**src/biu_ahb_pkg.sv**
```systemverilog
////////////////////
// widths, bus codes and request conversion helpers for the biu ahb-lite master
////////////////////
`default_nettype none

package biu_ahb_pkg;

  localparam int XLEN = 32;  // data width
  localparam int PLEN = 32;  // address width

  // core burst type
  typedef enum logic [2:0] {
    SINGLE = 3'd0, INCR  = 3'd1, WRAP4  = 3'd2, INCR4  = 3'd3,
    WRAP8  = 3'd4, INCR8 = 3'd5, WRAP16 = 3'd6, INCR16 = 3'd7
  } biu_type_e;

  // ahb burst codes
  typedef enum logic [2:0] {
    HBURST_SINGLE = 3'd0, HBURST_INCR  = 3'd1, HBURST_WRAP4  = 3'd2, HBURST_INCR4  = 3'd3,
    HBURST_WRAP8  = 3'd4, HBURST_INCR8 = 3'd5, HBURST_WRAP16 = 3'd6, HBURST_INCR16 = 3'd7
  } hburst_e;

  typedef enum logic [1:0] {
    HTRANS_IDLE = 2'd0, HTRANS_BUSY = 2'd1, HTRANS_NONSEQ = 2'd2, HTRANS_SEQ = 2'd3
  } htrans_e;

  typedef enum logic {ST_IDLE, ST_BURST} fsm_state_e;  // beat sequencer

  localparam logic [2:0] HSIZE_BYTE  = 3'b000;
  localparam logic [2:0] HSIZE_HWORD = 3'b001;
  localparam logic [2:0] HSIZE_WORD  = 3'b010;

  localparam logic HRESP_ERROR = 1'b1;

  ////////////////////
  // hprot bits
  ////////////////////
  localparam logic [3:0] HPROT_OPCODE         = 4'b0000;
  localparam logic [3:0] HPROT_DATA           = 4'b0001;
  localparam logic [3:0] HPROT_USER           = 4'b0000;
  localparam logic [3:0] HPROT_PRIVILEGED     = 4'b0010;
  localparam logic [3:0] HPROT_NON_BUFFERABLE = 4'b0000;
  localparam logic [3:0] HPROT_NON_CACHEABLE  = 4'b0000;
  localparam logic [3:0] HPROT_CACHEABLE      = 4'b1000;
  localparam logic [3:0] HPROT_RESET          = HPROT_DATA | HPROT_PRIVILEGED |
                                                HPROT_NON_BUFFERABLE | HPROT_NON_CACHEABLE;

  // masks in core prot field
  localparam logic [2:0] PROT_DATA       = 3'b001;
  localparam logic [2:0] PROT_PRIVILEGED = 3'b010;
  localparam logic [2:0] PROT_CACHEABLE  = 3'b100;

  ////////////////////
  // conversions
  ////////////////////
  function automatic logic [3:0] biu_type2cnt(input biu_type_e t);
    case (t)
      WRAP4, INCR4:   return 4'd3;
      WRAP8, INCR8:   return 4'd7;
      WRAP16, INCR16: return 4'd15;
      default:        return 4'd0;  // single, incr run as one beat
    endcase
  endfunction

  function automatic hburst_e biu_type2hburst(input biu_type_e t);
    return hburst_e'(t);  // encodings line up one to one
  endfunction

  function automatic logic [2:0] biu_size2hsize(input logic [2:0] size);
    case (size)
      3'b000:  return HSIZE_BYTE;
      3'b001:  return HSIZE_HWORD;
      default: return HSIZE_WORD;  // dword folds to word at 32 bit
    endcase
  endfunction

  function automatic logic [3:0] biu_prot2hprot(input logic [2:0] prot);
    logic [3:0] hp;
    hp = |(prot & PROT_DATA) ? HPROT_DATA : HPROT_OPCODE;
    hp = hp | (|(prot & PROT_PRIVILEGED) ? HPROT_PRIVILEGED : HPROT_USER);
    hp = hp | (|(prot & PROT_CACHEABLE) ? HPROT_CACHEABLE : HPROT_NON_CACHEABLE);
    return hp | HPROT_NON_BUFFERABLE;
  endfunction

endpackage

`default_nettype wire

```
**src/biu_ahb_ctl_if.sv**
```systemverilog
////////////////////
// beat control from the sequencer to the counter, address and data blocks
////////////////////
`timescale 1ns/1ps
`default_nettype none

interface biu_ahb_ctl_if;

  logic load;     // new burst, capture request
  logic advance;  // next seq beat
  logic abort;    // error response seen
  logic hready;   // forwarded HREADY
  logic last;     // no beats left

  modport fsm (
    output load, advance, abort, hready,
    input  last
  );

  modport cnt (
    input  load, advance, abort,
    output last
  );

  modport addr (
    input load, advance
  );

  modport data (
    input hready
  );

endinterface

`default_nettype wire

```
**src/biu_addr_gen.sv**
```systemverilog
////////////////////
// ahb address phase registers and next beat address
////////////////////
`timescale 1ns/1ps
`default_nettype none

module biu_addr_gen (
  input  logic                         HCLK,
  input  logic                         HRESETn,
  biu_ahb_ctl_if.addr                  ctl,
  input  logic [biu_ahb_pkg::PLEN-1:0] biu_adri_i,
  input  logic [2:0]                   biu_size_i,
  input  biu_ahb_pkg::biu_type_e       biu_type_i,
  input  logic [2:0]                   biu_prot_i,
  input  logic                         biu_we_i,
  output logic [biu_ahb_pkg::PLEN-1:0] HADDR_o,
  output logic                         HWRITE_o,
  output logic [2:0]                   HSIZE_o,
  output biu_ahb_pkg::hburst_e         HBURST_o,
  output logic [3:0]                   HPROT_o
);

  logic [biu_ahb_pkg::PLEN-1:0] addr_inc;  // linear next word
  logic [biu_ahb_pkg::PLEN-1:0] addr_nxt;  // after wrap

  assign addr_inc = (HADDR_o + 32'd4) & ~32'd3;

  ////////////////////
  // wrap inside the aligned block
  ////////////////////
  always_comb begin
    case (HBURST_o)
      biu_ahb_pkg::HBURST_WRAP4:  addr_nxt = {HADDR_o[31:4], addr_inc[3:0]};  // 16 byte
      biu_ahb_pkg::HBURST_WRAP8:  addr_nxt = {HADDR_o[31:5], addr_inc[4:0]};  // 32 byte
      biu_ahb_pkg::HBURST_WRAP16: addr_nxt = {HADDR_o[31:6], addr_inc[5:0]};  // 64 byte
      default:                    addr_nxt = addr_inc;
    endcase
  end

  always_ff @(posedge HCLK or negedge HRESETn) begin
    if (!HRESETn) begin
      HADDR_o  <= '0;
      HWRITE_o <= 1'b0;
      HSIZE_o  <= biu_ahb_pkg::HSIZE_WORD;
      HBURST_o <= biu_ahb_pkg::HBURST_SINGLE;
      HPROT_o  <= biu_ahb_pkg::HPROT_RESET;
    end else if (ctl.load) begin
      // request attributes held for the whole burst
      HADDR_o  <= biu_adri_i;
      HWRITE_o <= biu_we_i;
      HSIZE_o  <= biu_ahb_pkg::biu_size2hsize(biu_size_i);
      HBURST_o <= biu_ahb_pkg::biu_type2hburst(biu_type_i);
      HPROT_o  <= biu_ahb_pkg::biu_prot2hprot(biu_prot_i);
    end else if (ctl.advance) begin
      HADDR_o  <= addr_nxt;  // seq beat
    end
  end

endmodule

`default_nettype wire

```
**src/biu_ahb_fsm.sv**
```systemverilog
////////////////////
// beat sequencer, takes core strobes and drives HTRANS, HSEL and the acks
////////////////////
`timescale 1ns/1ps
`default_nettype none

module biu_ahb_fsm (
  input  logic                        HCLK,
  input  logic                        HRESETn,
  biu_ahb_ctl_if.fsm                  ctl,
  input  logic                        biu_stb_i,
  input  logic                        biu_lock_i,
  input  logic                        HREADY_i,
  input  logic                        HRESP_i,
  input  logic [biu_ahb_pkg::XLEN-1:0] HRDATA_i,
  output logic                        biu_stb_ack_o,
  output logic                        biu_d_ack_o,
  output logic                        biu_ack_o,
  output logic [biu_ahb_pkg::XLEN-1:0] biu_q_o,
  output logic                        biu_err_o,
  output logic                        HSEL_o,
  output biu_ahb_pkg::htrans_e        HTRANS_o,
  output logic                        HMASTLOCK_o
);

  biu_ahb_pkg::fsm_state_e state;
  logic data_ena;    // address phase in flight
  logic data_ena_d;  // data phase in flight

  // control strobes
  assign biu_stb_ack_o = HREADY_i & ctl.last & biu_stb_i & ~biu_err_o;
  assign ctl.load      = biu_stb_ack_o;
  assign ctl.advance   = HREADY_i & ~ctl.last;
  assign ctl.abort     = ~HREADY_i & (HRESP_i == biu_ahb_pkg::HRESP_ERROR);
  assign ctl.hready    = HREADY_i;

  always_ff @(posedge HCLK or negedge HRESETn) begin
    if (!HRESETn) begin
      state       <= biu_ahb_pkg::ST_IDLE;
      HTRANS_o    <= biu_ahb_pkg::HTRANS_IDLE;
      HMASTLOCK_o <= 1'b0;
      data_ena    <= 1'b0;
      biu_err_o   <= 1'b0;
    end else begin
      biu_err_o <= 1'b0;  // single cycle pulse
      if (HREADY_i) begin
        if (ctl.last) begin  // burst done, maybe start another
          HMASTLOCK_o <= biu_lock_i;
          if (ctl.load) begin
            state    <= biu_ahb_pkg::ST_BURST;
            HTRANS_o <= biu_ahb_pkg::HTRANS_NONSEQ;
            data_ena <= 1'b1;
          end else begin
            state    <= biu_ahb_pkg::ST_IDLE;
            HTRANS_o <= biu_ahb_pkg::HTRANS_IDLE;
            data_ena <= 1'b0;
          end
        end else begin
          HTRANS_o <= biu_ahb_pkg::HTRANS_SEQ;  // continue burst
          data_ena <= 1'b1;
        end
      end else if (ctl.abort) begin
        // first error cycle, drop the rest of the burst
        state     <= biu_ahb_pkg::ST_IDLE;
        HTRANS_o  <= biu_ahb_pkg::HTRANS_IDLE;
        data_ena  <= 1'b0;
        biu_err_o <= 1'b1;
      end
    end
  end

  // address phase moves into data phase
  always_ff @(posedge HCLK or negedge HRESETn) begin
    if (!HRESETn) begin
      data_ena_d <= 1'b0;
    end else if (HREADY_i) begin
      data_ena_d <= data_ena;
    end
  end

  assign HSEL_o      = (state == biu_ahb_pkg::ST_BURST);
  assign biu_d_ack_o = HREADY_i & data_ena;    // addr phase accepted
  assign biu_ack_o   = HREADY_i & data_ena_d;  // data phase ends
  assign biu_q_o     = HRDATA_i;

endmodule

`default_nettype wire

```
**src/biu_ahb_master.sv**
```systemverilog
////////////////////
// biu to ahb-lite master, core strobe bus in and ahb-lite master ports out
////////////////////
`timescale 1ns/1ps
`default_nettype none

module biu_ahb_master (
  input  logic                         HCLK,
  input  logic                         HRESETn,
  // core side
  input  logic                         biu_stb_i,
  output logic                         biu_stb_ack_o,
  output logic                         biu_d_ack_o,
  input  logic [biu_ahb_pkg::PLEN-1:0] biu_adri_i,
  output logic [biu_ahb_pkg::PLEN-1:0] biu_adro_o,
  input  logic [2:0]                   biu_size_i,
  input  biu_ahb_pkg::biu_type_e       biu_type_i,
  input  logic [2:0]                   biu_prot_i,
  input  logic                         biu_lock_i,
  input  logic                         biu_we_i,
  input  logic [biu_ahb_pkg::XLEN-1:0] biu_d_i,
  output logic [biu_ahb_pkg::XLEN-1:0] biu_q_o,
  output logic                         biu_ack_o,
  output logic                         biu_err_o,
  // ahb-lite master
  output logic                         HSEL_o,
  output logic [biu_ahb_pkg::PLEN-1:0] HADDR_o,
  output logic [biu_ahb_pkg::XLEN-1:0] HWDATA_o,
  input  logic [biu_ahb_pkg::XLEN-1:0] HRDATA_i,
  output logic                         HWRITE_o,
  output logic [2:0]                   HSIZE_o,
  output logic [2:0]                   HBURST_o,
  output logic [3:0]                   HPROT_o,
  output logic [1:0]                   HTRANS_o,
  output logic                         HMASTLOCK_o,
  input  logic                         HREADY_i,
  input  logic                         HRESP_i
);

  biu_ahb_ctl_if u_ctl ();  // beat control bus

  biu_ahb_fsm u_fsm (
    .HCLK          (HCLK),
    .HRESETn       (HRESETn),
    .ctl           (u_ctl.fsm),
    .biu_stb_i     (biu_stb_i),
    .biu_lock_i    (biu_lock_i),
    .HREADY_i      (HREADY_i),
    .HRESP_i       (HRESP_i),
    .HRDATA_i      (HRDATA_i),
    .biu_stb_ack_o (biu_stb_ack_o),
    .biu_d_ack_o   (biu_d_ack_o),
    .biu_ack_o     (biu_ack_o),
    .biu_q_o       (biu_q_o),
    .biu_err_o     (biu_err_o),
    .HSEL_o        (HSEL_o),
    .HTRANS_o      (HTRANS_o),
    .HMASTLOCK_o   (HMASTLOCK_o)
  );

  biu_burst_cnt u_burst_cnt (
    .HCLK       (HCLK),
    .HRESETn    (HRESETn),
    .ctl        (u_ctl.cnt),
    .biu_type_i (biu_type_i)
  );

  biu_addr_gen u_addr_gen (
    .HCLK       (HCLK),
    .HRESETn    (HRESETn),
    .ctl        (u_ctl.addr),
    .biu_adri_i (biu_adri_i),
    .biu_size_i (biu_size_i),
    .biu_type_i (biu_type_i),
    .biu_prot_i (biu_prot_i),
    .biu_we_i   (biu_we_i),
    .HADDR_o    (HADDR_o),
    .HWRITE_o   (HWRITE_o),
    .HSIZE_o    (HSIZE_o),
    .HBURST_o   (HBURST_o),
    .HPROT_o    (HPROT_o)
  );

  biu_data_pipe u_data_pipe (
    .HCLK       (HCLK),
    .ctl        (u_ctl.data),
    .biu_d_i    (biu_d_i),
    .HADDR_i    (HADDR_o),  // address echo source
    .HWDATA_o   (HWDATA_o),
    .biu_adro_o (biu_adro_o)
  );

endmodule

`default_nettype wire

```
**src/biu_burst_cnt.sv**
```systemverilog
////////////////////
// remaining beat count of the active burst
////////////////////
`timescale 1ns/1ps
`default_nettype none

module biu_burst_cnt (
  input  logic                   HCLK,
  input  logic                   HRESETn,
  biu_ahb_ctl_if.cnt             ctl,
  input  biu_ahb_pkg::biu_type_e biu_type_i
);

  logic [3:0] cnt;  // beats left minus one

  always_ff @(posedge HCLK or negedge HRESETn) begin
    if (!HRESETn) begin
      cnt <= 4'd0;
    end else if (ctl.abort) begin
      cnt <= 4'd0;  // burst cut short
    end else if (ctl.load) begin
      cnt <= biu_ahb_pkg::biu_type2cnt(biu_type_i);
    end else if (ctl.advance) begin
      cnt <= cnt - 4'd1;
    end
  end

  // zero means the current beat is the last one
  assign ctl.last = (cnt == 4'd0);

endmodule

`default_nettype wire

```
**src/biu_data_pipe.sv**
```systemverilog
////////////////////
// write data delay to HWDATA and data phase address echo
////////////////////
`timescale 1ns/1ps
`default_nettype none

module biu_data_pipe (
  input  logic                         HCLK,
  biu_ahb_ctl_if.data                  ctl,
  input  logic [biu_ahb_pkg::XLEN-1:0] biu_d_i,
  input  logic [biu_ahb_pkg::PLEN-1:0] HADDR_i,
  output logic [biu_ahb_pkg::XLEN-1:0] HWDATA_o,
  output logic [biu_ahb_pkg::PLEN-1:0] biu_adro_o
);

  logic [biu_ahb_pkg::XLEN-1:0] biu_di_dly;  // data for next addr phase

  // stage 1, sampled in the ack cycle
  always_ff @(posedge HCLK) begin
    if (ctl.hready) begin
      biu_di_dly <= biu_d_i;
    end
  end

  ////////////////////
  // stage 2, data phase
  ////////////////////
  always_ff @(posedge HCLK) begin
    if (ctl.hready) begin
      HWDATA_o   <= biu_di_dly;  // holds through wait states
      biu_adro_o <= HADDR_i;     // goes with biu_q_o
    end
  end

endmodule

`default_nettype wire

```
**config.mk**
```make
export PLATFORM = sky130hd
export DESIGN_NAME = biu_ahb_master
export DESIGN_NICKNAME = d
export VERILOG_FILES = /design/src/biu_ahb_pkg.sv /design/src/biu_ahb_ctl_if.sv /design/src/biu_addr_gen.sv /design/src/biu_ahb_fsm.sv /design/src/biu_ahb_master.sv /design/src/biu_burst_cnt.sv /design/src/biu_data_pipe.sv
export SDC_FILE = /design/constraint.sdc
export NUM_CORES = 1
export LEC_CHECK = 0
export ABC_AREA = 1
export BUFFER_PORTS_ARGS = -buffer_cell sky130_fd_sc_hd__buf_2
export CAP_MARGIN = 20
export CORE_MARGIN = 2
export CORE_UTILIZATION = 40
export DETAILED_ROUTE_END_ITERATION = 12
export PLACE_DENSITY = 0.67
export SETUP_SLACK_MARGIN = 0.3
export SYNTH_ARGS = -nofsm -noshare
export SYNTH_HDL_FRONTEND = slang
export SYNTH_SLANG_ARGS = --single-unit
```
**constraint.sdc**
```tcl
create_clock -name HCLK -period 2.45 [get_ports HCLK]
set_clock_uncertainty 0.05 [all_clocks]
set_input_delay 0.245 -clock HCLK [delete_from_list [all_inputs] [get_ports HCLK]]
set_output_delay 0.245 -clock HCLK [all_outputs]
set_load 0.03 [all_outputs]
```
==> reports/results.tsv <==
stage	metric	value	unit
run_status	status	complete, no violations	
floorplan	rows	46	
layout	final_nets	962	
layout	nFillCells	1461	
power	clockPowerShare	26.1	%
setup_path	startpoint_type	flip-flop	
grt	track_usage	19.3	%
grt	grt_pass1_vias	4775	
setup_path	r2r-end	u_addr_gen.HADDR_o[15]$_DFFE_PN0P_	
power	power.density	1090	nW/um^2
routing	routed_wl	16400	um
sta	rsz0062_at_grt	false	
logic_synthesis	ys_types	37	
grt	met1_usage	25.1	%
logic_synthesis	yosys.area.top_type_share	44.5	%
sta	max_freq	0.483	GHz
layout	area_growth	30.9	%
layout	drive_above_1_share	30.1	%
grt	grt_start_max_net_pins	96	
hold_path	holdPathEnd	u_fsm.biu_err_o$_DFF_PN0_	
placed_design	gp_congestion	0.856	
logic_synthesis	avgSynthCellArea	10.2	um^2
setup_path	cp_max_fo	18	
logic_synthesis	synth_commonest_cells	nand2_1, edfxtp_1, nor2_1	
power	internal-power	5.53	mW
power	total_leakage_power	3.90	nW
logic_synthesis	synth-edff-count	96	
setup_path	r2r_slack	0.47	ns
floorplan	dieArea	17200	um^2
floorplan	core	15900	um^2
logic_synthesis	synth_top_cell_by_area	edfxtp_1	
setup_path	worst-setup-path-type	reg -> out	
grt	grt_use_met3	4.51	%
floorplan	die_h	131	um
floorplan	io-pin-count	259	
clock_network	clock_latency	0.42	ns
sta	worst_pin_slew	0.656	ns
power	swShare	40.1	%
clock_network	cts.path.max_buffers	2	
clock_network	cts_made_buffers	17	
logic_synthesis	synth.most_common_cell	nand2_1	
clock_network	cts_tree	yes	
logic_synthesis	yosysWarnings	0	
hold_path	worstHoldStart	HRESP_i	
hold_path	hp-class	in -> reg	
routing	dr.pass1.iters	4	
setup_path	endpoint_kind	output port	
setup_path	r2r-start	u_burst_cnt.cnt[0]$_DFFE_PN0P_	
sta	finalSetupTns	0	ns
routing	drc	0	
routing	drt_iter0_drc	230	
routing	wire_per_inst	15.2	um
power	seq_power_share	40.9	%
routing	drtAntennaViolNets	0	
power	net-switching-power	3.70	mW
power	ir_drop	0.000520	V
routing	vias_per_cell	4.62	
floorplan	fp.dieW	131	um
logic_synthesis	synth_area_leaders	edfxtp_1, dfrtp_1, nand2_1	
sta	slew_violations	0	
placed_design	dp_hpwl	11400	um
power	p_comb_share	33.0	%
grt	antenna_found_initial	0	
clock_network	cts.sinks	147	
clock_network	root_buffer	clkbuf_16	
sta	setup_viol	0	
sta	setup_ws	0.380	ns
setup_path	cp.required	2.15	ns
routing	num_vias	4979	
grt	grt-ovfl-total	0	
clock_network	cts_htree_levels	4	
floorplan	floorplan.initialDensity	40.8	%
logic_synthesis	synth_seq_area_share	64.3	%
sta	period_share	84.5	%
hold_path	hold_depth	3	
flow_run	maxCapViolations	0	
grt	use_met2	30.6	%
clock_network	clk_pin_slew_worst_paths	0.07	ns
logic_synthesis	ys.flop_type	edfxtp_1	
logic_synthesis	syn-cell-area	6480	um^2
placed_design	numPortBuffers	192	
logic_synthesis	ys_seq_elements	147	
sta	hold_viol	0	
grt	grt_pass1_wl	25700	um
grt	top_usage_layer	met2	
setup_path	reg2reg_depth	7	
layout	utilization	53.4	%
setup_path	critical_path_arrival	1.77	ns
placed_design	place_ws	0.321	ns
sta	max_slew_margin	56.3	%
logic_synthesis	async_flop_share	34.7	%
logic_synthesis	synth_cells	634	
sta	min_period	2.07	ns
layout	n_antenna_cell	0	
-- cells by family (layout without fill, tap and decap cells) --
group / count (synthesis) / after routing / synth area share (%)
multiplexers: 1 / 1 / 0.174
adder cells (fa/ha/maj): 2 / 2 / 0.386
flip-flops: 147 / 147 / 64.3
XOR/XNOR: 4 / 4 / 0.541
buffers and inverters: 110 / 336 / 8.88
AO/OA/AOI/OAI: 52 / 52 / 4.96
other: 1 / 2 / 0.0579
AND/OR/NAND/NOR: 317 / 317 / 20.7
-- cell usage in the layout, fill, tap and decap left out, drive strengths merged --
master / n
dfrtp: 48
clkinv: 3
and2: 3
mux2: 1
inv: 68
or2: 3
nand3b: 1
dlygate4sd3: 43
buf: 199
o22ai: 3
nand4: 1
xnor2: 1
nand3: 48
xor2: 3
a21oi: 15
ha: 2
clkinvlp: 5
nand2: 165
nor2: 94
bufbuf: 1
o211ai: 1
a22o: 3
dfstp: 3
clkbuf: 17
edfxtp: 96
o21ai: 27
o31ai: 1
nor3: 2
a31oi: 1
o21bai: 1
conb: 2
-- layer usage --
metal | share of wire [%] | vias to the layer above | routed length, um
met5 | 0 | - | 0
met4 | 3.3 | 0 | 544
met3 | 6.4 | 55 | 1050
met2 | 46 | 185 | 7600
met1 | 44 | 2268 | 7210
li1 | - | 2471 | -
-- worst max-delay path, stage by stage (launching register included) --
cell	delay (ns)
dfrtp_1	0.36
inv_1	0.14
ha_4	0.19
nand3_2	0.14
nor2_4	0.17
buf_12	0.17
buf_4	0.18
-- registers in the layout, indices dropped and copies added, names as in the netlist --
signal and count:
u_addr_gen.HADDR_o 32, u_addr_gen.HBURST_o 3, u_addr_gen.HPROT_o 3, u_addr_gen.HSIZE_o 2, u_addr_gen.HWRITE_o 1, u_burst_cnt.cnt 4, u_data_pipe.HWDATA_o 32, u_data_pipe.biu_adro_o 32
u_data_pipe.biu_di_dly 32, u_fsm.HMASTLOCK_o 1, u_fsm.HSEL_o 1, u_fsm.HTRANS_o 2, u_fsm.biu_err_o 1, u_fsm.data_ena_d 1
-- timing repair --
action | 4_1_cts | 5_1_grt
hold endpoints to repair | 66 | 0
setup buffers | 2 | 0
gates resized for setup | 2 | 3
endpoints found under the setup margin | 1 | 16
pin swaps | 1 | 0
hold buffers | 43 | 0
gates cloned | 1 | 0
-- metrics by stage --
step | area, um^2 | total power [mW] | hold slack [ns] | std cells
floorplan | 6480 | 5.95 | -0.101 | 635
global placement | 7430 | 6.73 | 0.247 | 999
detailed placement | 7430 | 6.77 | 0.250 | 999
CTS | 8470 | 9.29 | 0.0194 | 1077
global route | 8480 | 9.77 | 0.0564 | 1077
finish | 8480 | 9.22 | 0.0361 | 1077
-- cell type report --
| type | count | area (um^2) | share of cell area [%] |
|---|---|---|---|
| sequential | 147 | 4160 | 49.1 |
| clock buffer | 17 | 425 | 5.02 |
| timing repair buffer | 243 | 1510 | 17.8 |
| inverter | 61 | 236 | 2.79 |
| tap | 216 | 270 | 3.19 |
| clock inverter | 15 | 123 | 1.45 |
| multi-input combinational | 378 | 1760 | 20.7 |
-- power groups by stage --
stage / clock network, mW / logic, mW / registers [mW]
2_1_floorplan: 0 / 1.41 / 4.54
3_3_place_gp: 0 / 2.91 / 3.82
3_5_place_dp: 0 / 2.95 / 3.83
4_1_cts: 2.47 / 3.04 / 3.78
5_1_grt: 2.56 / 3.35 / 3.86
6_report: 2.41 / 3.04 / 3.77
-- worst max path at each step --
stage | slack, ns | end | startpoint | cells after the start
after floorplan | 0.67 | u_addr_gen.HADDR_o[12]$_DFFE_PN0P_ | u_addr_gen.HADDR_o[3]$_DFFE_PN0P_ | 10
after global placement | 0.35 | u_addr_gen.HADDR_o[23]$_DFFE_PN0P_ | u_burst_cnt.cnt[0]$_DFFE_PN0P_ | 9
after detailed placement | 0.32 | u_addr_gen.HADDR_o[23]$_DFFE_PN0P_ | u_burst_cnt.cnt[0]$_DFFE_PN0P_ | 9
after CTS | 0.33 | biu_stb_ack_o | u_burst_cnt.cnt[0]$_DFFE_PN0P_ | 6
after global routing | 0.30 | biu_stb_ack_o | u_burst_cnt.cnt[0]$_DFFE_PN0P_ | 6
final | 0.38 | biu_stb_ack_o | u_burst_cnt.cnt[0]$_DFFE_PN0P_ | 6
(Power assumes the default switching activity.)
